===== config.mk =====
export PLATFORM = sky130hd
export DESIGN_NAME = la_capture_top
export DESIGN_NICKNAME = d
export VERILOG_FILES = /design/src/la_pkg.sv /design/src/rd_stream_if.sv /design/src/mem_if.sv /design/src/la_capture_top.sv /design/src/tx_credit_out.sv /design/src/sample_ram.sv /design/src/capture_ctrl.sv
export SDC_FILE = /design/constraint.sdc
export NUM_CORES = 1
export LEC_CHECK = 0
export BUFFER_PORTS_ARGS = -buffer_cell sky130_fd_sc_hd__buf_2
export CAP_MARGIN = 20
export CELL_PAD_IN_SITES_DETAIL_PLACEMENT = 1
export CELL_PAD_IN_SITES_GLOBAL_PLACEMENT = 1
export CORE_ASPECT_RATIO = 1.4
export CORE_UTILIZATION = 54
export DETAILED_ROUTE_END_ITERATION = 16
export PLACE_DENSITY = 0.87
export SYNTH_ARGS = -nofsm -noshare
export SYNTH_HDL_FRONTEND = slang
export SYNTH_SLANG_ARGS = --single-unit
export TNS_END_PERCENT = 100

===== constraint.sdc =====
create_clock -name clk_i -period 5.2 [get_ports clk_i]
set_clock_uncertainty 0.05 [all_clocks]
set_input_delay 0.52 -clock clk_i [delete_from_list [all_inputs] [get_ports clk_i]]
set_output_delay 0.52 -clock clk_i [all_outputs]
set_load 0.1 [all_outputs]

===== src/la_pkg.sv =====
// logic analyzer shared types
package la_pkg;

  // one captured sample
  typedef logic [31:0] smpl_t;

  // count decoded from half of the command word
  typedef logic [15:0] cnt_t;

  // command word: read count in the upper half, post-trigger delay in the lower half
  typedef logic [31:0] cmd_t;

  // capture and readout states
  typedef enum logic [1:0] {
    IDLE,       // pre-trigger capture
    TRIGGERED,  // counting post-trigger writes
    READOUT,    // issuing reads
    DRAIN       // waiting for output queue to empty
  } ctrl_state_t;

endpackage

===== src/rd_stream_if.sv =====
// read data stream from memory to output stage
interface rd_stream_if;

  logic           valid;  // word present, one cycle after rd_en
  la_pkg::smpl_t  data;
  logic           last;   // tag of the final word
  logic           room;   // space for one more read
  logic           empty;  // nothing held and nothing arriving

  modport source (output valid, data, last);

  modport sink (
    input  valid, data, last,
    output room, empty
  );

  modport monitor (input room, empty);

endinterface


===== src/mem_if.sv =====
// controller to sample memory link
interface mem_if;

  logic           wr_en;     // write one sample this cycle
  la_pkg::smpl_t  wr_data;   // sample to store
  logic           rd_start;  // load read pointer
  la_pkg::cnt_t   rd_len;    // words back from write pointer
  logic           rd_en;     // read one word, advance pointer
  logic           rd_last;   // final read of the burst

  modport ctrl (
    output wr_en, wr_data,
    output rd_start, rd_len,
    output rd_en, rd_last
  );

  modport mem (
    input wr_en, wr_data,
    input rd_start, rd_len,
    input rd_en, rd_last
  );

endinterface


===== src/la_capture_top.sv =====
// logic analyzer capture core
module la_capture_top #(
  parameter int DEPTH      = 16,
  parameter int TX_CREDITS = 4
) (
  input  logic            clk_i,
  input  logic            rst_in,
  input  logic            set_cnt_i,
  input  la_pkg::cmd_t    cmd_i,
  input  logic            run_i,
  input  logic            stb_i,
  input  la_pkg::smpl_t   smpl_i,
  input  logic            credit_i,
  output logic            busy_o,
  output logic            tx_valid_o,
  output logic            tx_last_o,
  output la_pkg::smpl_t   tx_data_o
);

  mem_if       mem_bus ();
  rd_stream_if rs_bus ();

  capture_ctrl #(.DEPTH(DEPTH)) u_ctrl (
    .clk_i     (clk_i),
    .rst_in    (rst_in),
    .set_cnt_i (set_cnt_i),
    .cmd_i     (cmd_i),
    .run_i     (run_i),
    .stb_i     (stb_i),
    .smpl_i    (smpl_i),
    .mem       (mem_bus.ctrl),
    .rs        (rs_bus.monitor),
    .busy_o    (busy_o)
  );

  sample_ram #(.DEPTH(DEPTH)) u_ram (
    .clk_i  (clk_i),
    .rst_in (rst_in),
    .mem    (mem_bus.mem),
    .rs     (rs_bus.source)
  );

  tx_credit_out #(.TX_CREDITS(TX_CREDITS)) u_out (
    .clk_i      (clk_i),
    .rst_in     (rst_in),
    .credit_i   (credit_i),
    .rs         (rs_bus.sink),
    .tx_valid_o (tx_valid_o),
    .tx_last_o  (tx_last_o),
    .tx_data_o  (tx_data_o)
  );

endmodule


===== src/tx_credit_out.sv =====
// credit-controlled output queue
module tx_credit_out #(
  parameter int TX_CREDITS = 4
) (
  input  logic            clk_i,
  input  logic            rst_in,
  input  logic            credit_i,   // one word consumed by receiver
  rd_stream_if.sink       rs,
  output logic            tx_valid_o,
  output logic            tx_last_o,
  output la_pkg::smpl_t   tx_data_o
);

  localparam int CW = $clog2(TX_CREDITS + 1);

  typedef logic [CW-1:0] credit_t;

  la_pkg::smpl_t q_data [2];  // head at index 0
  logic [1:0]    q_last;
  logic [1:0]    fill_q;
  credit_t       credits_q;

  logic push;
  logic send;
  logic wr_idx;

  assign push   = rs.valid;
  assign send   = (fill_q != 2'd0) && (credits_q != '0);
  assign wr_idx = send ? (fill_q == 2'd2) : (fill_q == 2'd1);  // slot after the pop

  // held words plus the one arriving
  assign rs.room  = (fill_q + {1'b0, push}) < 2'd2;
  assign rs.empty = (fill_q == 2'd0) && !push;

  always_ff @(posedge clk_i) begin
    if (send) begin
      q_data[0] <= q_data[1];
      q_last[0] <= q_last[1];
      tx_data_o <= q_data[0];
    end
    if (push) begin
      q_data[wr_idx] <= rs.data;  // overrides the shift when both land in slot 0
      q_last[wr_idx] <= rs.last;
    end
  end

  always_ff @(posedge clk_i) begin
    if (!rst_in) begin
      fill_q     <= 2'd0;
      credits_q  <= credit_t'(TX_CREDITS);
      tx_valid_o <= 1'b0;
      tx_last_o  <= 1'b0;
    end else begin
      fill_q     <= fill_q + {1'b0, push} - {1'b0, send};
      tx_valid_o <= send;
      tx_last_o  <= send & q_last[0];
      case ({credit_i, send})
        2'b10:   credits_q <= credits_q + 1'b1;
        2'b01:   credits_q <= credits_q - 1'b1;
        default: credits_q <= credits_q;  // none, or send and return together
      endcase
    end
  end

endmodule


===== src/sample_ram.sv =====
// ring-buffer sample memory
module sample_ram #(
  parameter int DEPTH = 16
) (
  input  logic          clk_i,
  input  logic          rst_in,
  mem_if.mem            mem,
  rd_stream_if.source   rs
);

  localparam int AW = (DEPTH > 1) ? $clog2(DEPTH) : 1;

  typedef logic [AW-1:0] addr_t;

  la_pkg::smpl_t ram [DEPTH];

  addr_t wr_ptr;
  addr_t rd_ptr;
  addr_t start_ptr;

  function automatic addr_t ptr_inc(addr_t p);
    if (p == addr_t'(DEPTH - 1)) begin
      return '0;
    end
    return p + 1'b1;
  endfunction

  // oldest word of the burst, write pointer minus rd_len mod DEPTH
  always_comb begin : start_calc
    int unsigned ofs;
    ofs = int'(wr_ptr) + DEPTH - int'(mem.rd_len);
    if (ofs >= DEPTH) begin
      ofs = ofs - DEPTH;
    end
    start_ptr = addr_t'(ofs);
  end

  always_ff @(posedge clk_i) begin
    if (!rst_in) begin
      wr_ptr   <= '0;
      rd_ptr   <= '0;
      rs.valid <= 1'b0;
      rs.last  <= 1'b0;
    end else begin
      if (mem.wr_en) begin
        wr_ptr <= ptr_inc(wr_ptr);
      end
      if (mem.rd_start) begin
        rd_ptr <= start_ptr;
      end else if (mem.rd_en) begin
        rd_ptr <= ptr_inc(rd_ptr);
      end
      rs.valid <= mem.rd_en;
      rs.last  <= mem.rd_en & mem.rd_last;
    end
  end

  always_ff @(posedge clk_i) begin
    if (mem.wr_en) begin
      ram[wr_ptr] <= mem.wr_data;
    end
    if (mem.rd_en) begin
      rs.data <= ram[rd_ptr];  // registered read port
    end
  end

endmodule


===== src/capture_ctrl.sv =====
// capture and readout controller
module capture_ctrl #(
  parameter int DEPTH = 16
) (
  input  logic              clk_i,
  input  logic              rst_in,
  input  logic              set_cnt_i,  // load counts from cmd_i
  input  la_pkg::cmd_t      cmd_i,
  input  logic              run_i,      // trigger
  input  logic              stb_i,      // sample strobe
  input  la_pkg::smpl_t     smpl_i,
  mem_if.ctrl               mem,
  rd_stream_if.monitor      rs,
  output logic              busy_o
);

  localparam la_pkg::cnt_t MAX_RD = la_pkg::cnt_t'(DEPTH);

  la_pkg::ctrl_state_t state_q, state_d;

  la_pkg::cnt_t rd_cnt_q;   // words to send, clamped to DEPTH
  la_pkg::cnt_t dly_cnt_q;  // post-trigger writes
  la_pkg::cnt_t post_q, post_d;
  la_pkg::cnt_t idx_q, idx_d;
  logic         started_q, started_d;  // rd_start already issued

  la_pkg::cnt_t cmd_rd;

  assign cmd_rd = cmd_i[31:16];

  always_ff @(posedge clk_i) begin
    if (!rst_in) begin
      rd_cnt_q  <= la_pkg::cnt_t'(1);
      dly_cnt_q <= la_pkg::cnt_t'(1);
    end else if (set_cnt_i) begin
      rd_cnt_q  <= (cmd_rd > MAX_RD) ? MAX_RD : cmd_rd;  // never more than the ring holds
      dly_cnt_q <= cmd_i[15:0];
    end
  end

  assign mem.wr_data = smpl_i;
  assign mem.rd_len  = rd_cnt_q;

  always_comb begin
    state_d      = state_q;
    post_d       = post_q;
    idx_d        = idx_q;
    started_d    = started_q;
    mem.wr_en    = 1'b0;
    mem.rd_start = 1'b0;
    mem.rd_en    = 1'b0;
    mem.rd_last  = 1'b0;

    case (state_q)
      la_pkg::IDLE: begin
        mem.wr_en = stb_i;  // keep pre-trigger history
        if (run_i) begin
          state_d = la_pkg::TRIGGERED;
          post_d  = '0;
        end
      end

      la_pkg::TRIGGERED: begin
        if (run_i) begin
          mem.wr_en = stb_i;  // restart, this strobe counts as history
          post_d    = '0;
        end else if (post_q >= dly_cnt_q) begin
          state_d   = la_pkg::READOUT;  // zero delay
          started_d = 1'b0;
        end else if (stb_i) begin
          mem.wr_en = 1'b1;
          post_d    = post_q + 1'b1;
          if (la_pkg::cnt_t'(post_q + 1'b1) == dly_cnt_q) begin
            state_d   = la_pkg::READOUT;
            started_d = 1'b0;
          end
        end
      end

      la_pkg::READOUT: begin
        if (!started_q) begin
          if (rd_cnt_q == '0) begin
            state_d = la_pkg::IDLE;  // nothing to send
          end else begin
            mem.rd_start = 1'b1;
            started_d    = 1'b1;
            idx_d        = '0;
          end
        end else if (rs.room) begin
          mem.rd_en   = 1'b1;
          mem.rd_last = (idx_q == la_pkg::cnt_t'(rd_cnt_q - 1'b1));
          idx_d       = idx_q + 1'b1;
          if (mem.rd_last) begin
            state_d = la_pkg::DRAIN;
          end
        end
      end

      la_pkg::DRAIN: begin
        if (rs.empty) begin
          state_d = la_pkg::IDLE;
        end
      end

      default: state_d = la_pkg::IDLE;
    endcase
  end

  always_ff @(posedge clk_i) begin
    if (!rst_in) begin
      state_q   <= la_pkg::IDLE;
      post_q    <= '0;
      idx_q     <= '0;
      started_q <= 1'b0;
    end else begin
      state_q   <= state_d;
      post_q    <= post_d;
      idx_q     <= idx_d;
      started_q <= started_d;
    end
  end

  assign busy_o = (state_q != la_pkg::IDLE);

endmodule


==> impl_metrics.py <==
metrics = {
    "cells_and_area": {
        "fin_cells": 2412,
        "insertedDiodeCount": 0,
        "area_delta_synth_final_pct": 12.57,
        "multi_input_area_um2": 7488,
        "layout-drive-gt1-share_pct": 26.33,
        "fillers": 4478,
        "seq_area_um2": 20960,
        "nNetsFinal": 1760,
    },
    "clock_network": {
        "path_clk_slew_ps": 60,
        "ctsLongestPathBuffers": 3,
        "cts_tree": "yes",
        "cts_resized": 0,
        "numCtsBuffers": 69,
        "clock_latency_ps": 620,
        "post_cts_buffers": 0,
        "hold_buffers": 0,
        "h-tree-depth": 3,
        "cts-root-buf": "clkbuf_16",
        "clkSinkCount": 726,
    },
    "route": {
        "firstDrtPassIters": 5,
        "route.vias.total": 15115,
        "drt_iter0_drc": 1381,
        "drt-total-wl_um": 71820,
        "drt-wirelength-per-cell_um": 29.78,
        "antenna_left": 0,
        "drc": 0,
        "via_per_inst": 6.267,
    },
    "floorplanning": {
        "chipWidth_um": 197.3,
        "core-area_um2": 52400,
        "die-area_um2": 54350,
        "rows": 99,
        "io_pins": 105,
        "initial_core_util_pct": 55.04,
        "die_h_um": 275.5,
    },
    "hold_path": {
        "hold_path.class": "input pin to flop",
        "hold_depth": 3,
        "min_from": "cmd_i[0]",
    },
    "synthesis": {
        "async_reset_ff_share_pct": 0,
        "synthCells": 1533,
        "yosys.cell_types.count": 77,
        "ys.flop_type": "edfxtp_1",
        "synth_area_um2": 28840,
        "synth-compound-area-share_pct": 3.284,
        "synth_most_common_cell": "edfxtp_1",
        "syn_avg_cell_area_um2": 18.81,
        "synth-xor-area-share_pct": 1.609,
        "synthTopCellsByCount": "641 x edfxtp_1, 160 x mux4_2, 85 x dfxtp_1",
        "ys_seq_elements": 726,
        "muxShareOfSynthArea_pct": 14.55,
        "ys_seq_area_share_pct": 72.64,
        "yosys-top-cells-area": "edfxtp_1 67%, mux4_2 12%, dfxtp_1 5.9%",
        "yosys_warnings": 0,
        "synth-edff-count": 641,
        "synthAdderAreaFrac_pct": 1.657,
        "yosys.area_share.simple_pct": 4.612,
        "yosys.area.top_type_share_pct": 66.74,
        "synth_nets": 1640,
        "yosys.area.top_type": "edfxtp_1",
        "synth_top_family_by_area": "multiplexers",
    },
    "critical_path": {
        "crit_type": "flop to flop",
        "required_ps": 5380,
        "cp-start-kind": "flop",
        "reg2regPathDepth": 8,
        "worstSetupStartpoint": "u_ctrl.post_q[9]",
        "reg2reg_from": "u_ctrl.post_q[9]",
        "crit_fanout": 32,
        "endpoint_kind": "flop",
        "arrival_ps": 4240,
        "endpoint": "u_ram.ram[1][22]",
        "rrSetupSlack_ps": 1140,
        "rr_endpoint": "u_ram.ram[1][22]",
    },
    "global_routing": {
        "grt_max_degree": 56,
        "grt_usage_pct": 27.10,
        "grt_pass1_wl_um": 105600,
        "grt_pass1_vias": 16192,
        "antenna_found_initial": 3,
        "grt-ovfl-total": 0,
    },
    "power_and_ir_drop": {
        "power.density_nw_per_um2": 485.9,
        "p_seq_share_pct": 46.4,
        "ir_drop_uv": 437.9,
        "swShare_pct": 31.04,
        "internal_power_mw": 10.88,
        "p_sw_mw": 4.896,
        "clkPwrFrac_pct": 32.3,
        "p_leak_nw": 10.50,
        "p_comb_share_pct": 21.3,
    },
    "timing": {
        "finalSetupViolCount": 0,
        "fmax_mhz": 246.1,
        "rsz0062_at_grt": "no",
        "fin_crit_sh_pct": 78.14,
        "worst_slew_pin_slew_ps": 1120,
        "finalHoldViolations": 0,
        "tns_ps": 0,
        "finalCriticalPeriod_ps": 4063,
        "relSlewSlack_pct": 25.34,
        "slew_viol_final": 0,
    },
    "place": {
        "io_buffers": 104,
        "gp_congestion": 0.8561,
        "dp_hpwl_um": 43520,
        "place_inst": 2287,
    },
    "run": {
        "maxCapViolCount": 0,
    },
    "status": {
        "status": "complete, no violations",
    },
}
-- final cells by class --
cell class | instances | area share [%]
Clock inverter | 37 | 1.314
Inverter | 49 | 0.5665
Timing Repair Buffer | 117 | 2.166
Multi-Input combinational cell | 690 | 23.06
Clock buffer | 86 | 5.611
Sequential cell | 726 | 64.55
Tap cell | 707 | 2.725
-- worst min path at each step --
stage,end,slack (ps)
floorplan,u_out.tx_data_o[0],350
finish,u_ctrl.dly_cnt_q[0],90
global route,u_ctrl.mem.rd_len[1],90
global placement,u_out.tx_data_o[24],350
CTS,u_ctrl.dly_cnt_q[0],70
detailed placement,u_out.tx_data_o[11],360
-- cell usage in the layout, fill, tap and decap left out, drive strengths merged, types with 4 or more instances in the layout --
master / count
a211oi: 7
a21o: 5
a21oi: 35
a31oi: 15
a41oi: 4
and2: 12
and3: 20
buf: 117
bufinv: 7
clkbuf: 86
clkinv: 23
dfxtp: 85
edfxtp: 641
ha: 35
inv: 53
mux2: 34
mux2i: 21
mux4: 160
nand2: 34
nand2b: 13
nand3: 24
nand4: 16
nor2: 64
nor2b: 5
nor3: 19
nor4: 13
o211ai: 6
o21a: 4
o21ai: 26
or3: 8
xnor2: 30
xor2: 23
-- stage by stage --
stage	power [mW]	setup WS (ps)	utilization [%]	area, µm²	hold WS (ps)
after detailed placement	10.71	1280	57.57	30160	355.1
final	15.78	1137	61.96	32470	92.36
after floorplan	9.718	764.9	-	28840	350.3
after CTS	15.84	1179	61.86	32410	66.61
after global placement	10.56	1494	57.52	30140	351.1
after global routing	16.20	963.9	61.96	32470	87.13
-- per-layer routing --
| layer | global-route usage [%] | wire length (µm) |
|---|---|---|
| met1 | 34.68 | 27920 |
| met2 | 46.60 | 37250 |
| met3 | 6.061 | 4921 |
| met4 | 7.854 | 1702 |
| met5 | 0 | 27 |
-- flip-flops by register name (all words and copies together) (netlist names) --
signal	flops
u_ram.rs.data	32
u_out.tx_last_o	1
u_ram.rs.valid	1
u_out.credits_q	3
u_ctrl.mem.rd_len	16
u_ram.ram	512
u_out.tx_valid_o	1
u_out.fill_q	2
u_ctrl.idx_q	16
u_ram.rs.last	1
u_ctrl.state_q	2
u_ram.wr_ptr	4
u_ctrl.dly_cnt_q	16
u_ctrl.started_q	1
u_out.q_data	64
u_ram.rd_ptr	4
u_ctrl.post_q	16
u_out.tx_data_o	32
u_out.q_last	2
-- power by group through the flow --
stage / sequential, mW / combinational [mW] / clock [mW]
6_report: 7.32 / 3.36 / 5.09
5_1_grt: 7.36 / 3.51 / 5.33
4_1_cts: 7.32 / 3.35 / 5.16
3_5_place_dp: 7.42 / 3.28 / 0
3_3_place_gp: 7.39 / 3.17 / 0
2_1_floorplan: 8.19 / 1.53 / 0
-- cells by family (layout without fill, tap and decap cells) --
group | count (synthesis) | after routing
AO/OA/AOI/OAI | 138 | 138
XOR/XNOR | 53 | 53
adder cells (fa/ha/maj) | 37 | 37
buffers and inverters | 117 | 289
flip-flops | 726 | 726
multiplexers | 215 | 215
AND/OR/NAND/NOR | 247 | 247
-- critical path: stages, from the launching register on --
cell	delay, ps
dfxtp_1	530
ha_1	320
a21oi_1	160
o21ai_0	190
a211o_1	330
a41oi_1	280
o31a_2	270
o21a_1	530
and3_2	1000
No activity file was read; power rests on OpenSTA's default activity.
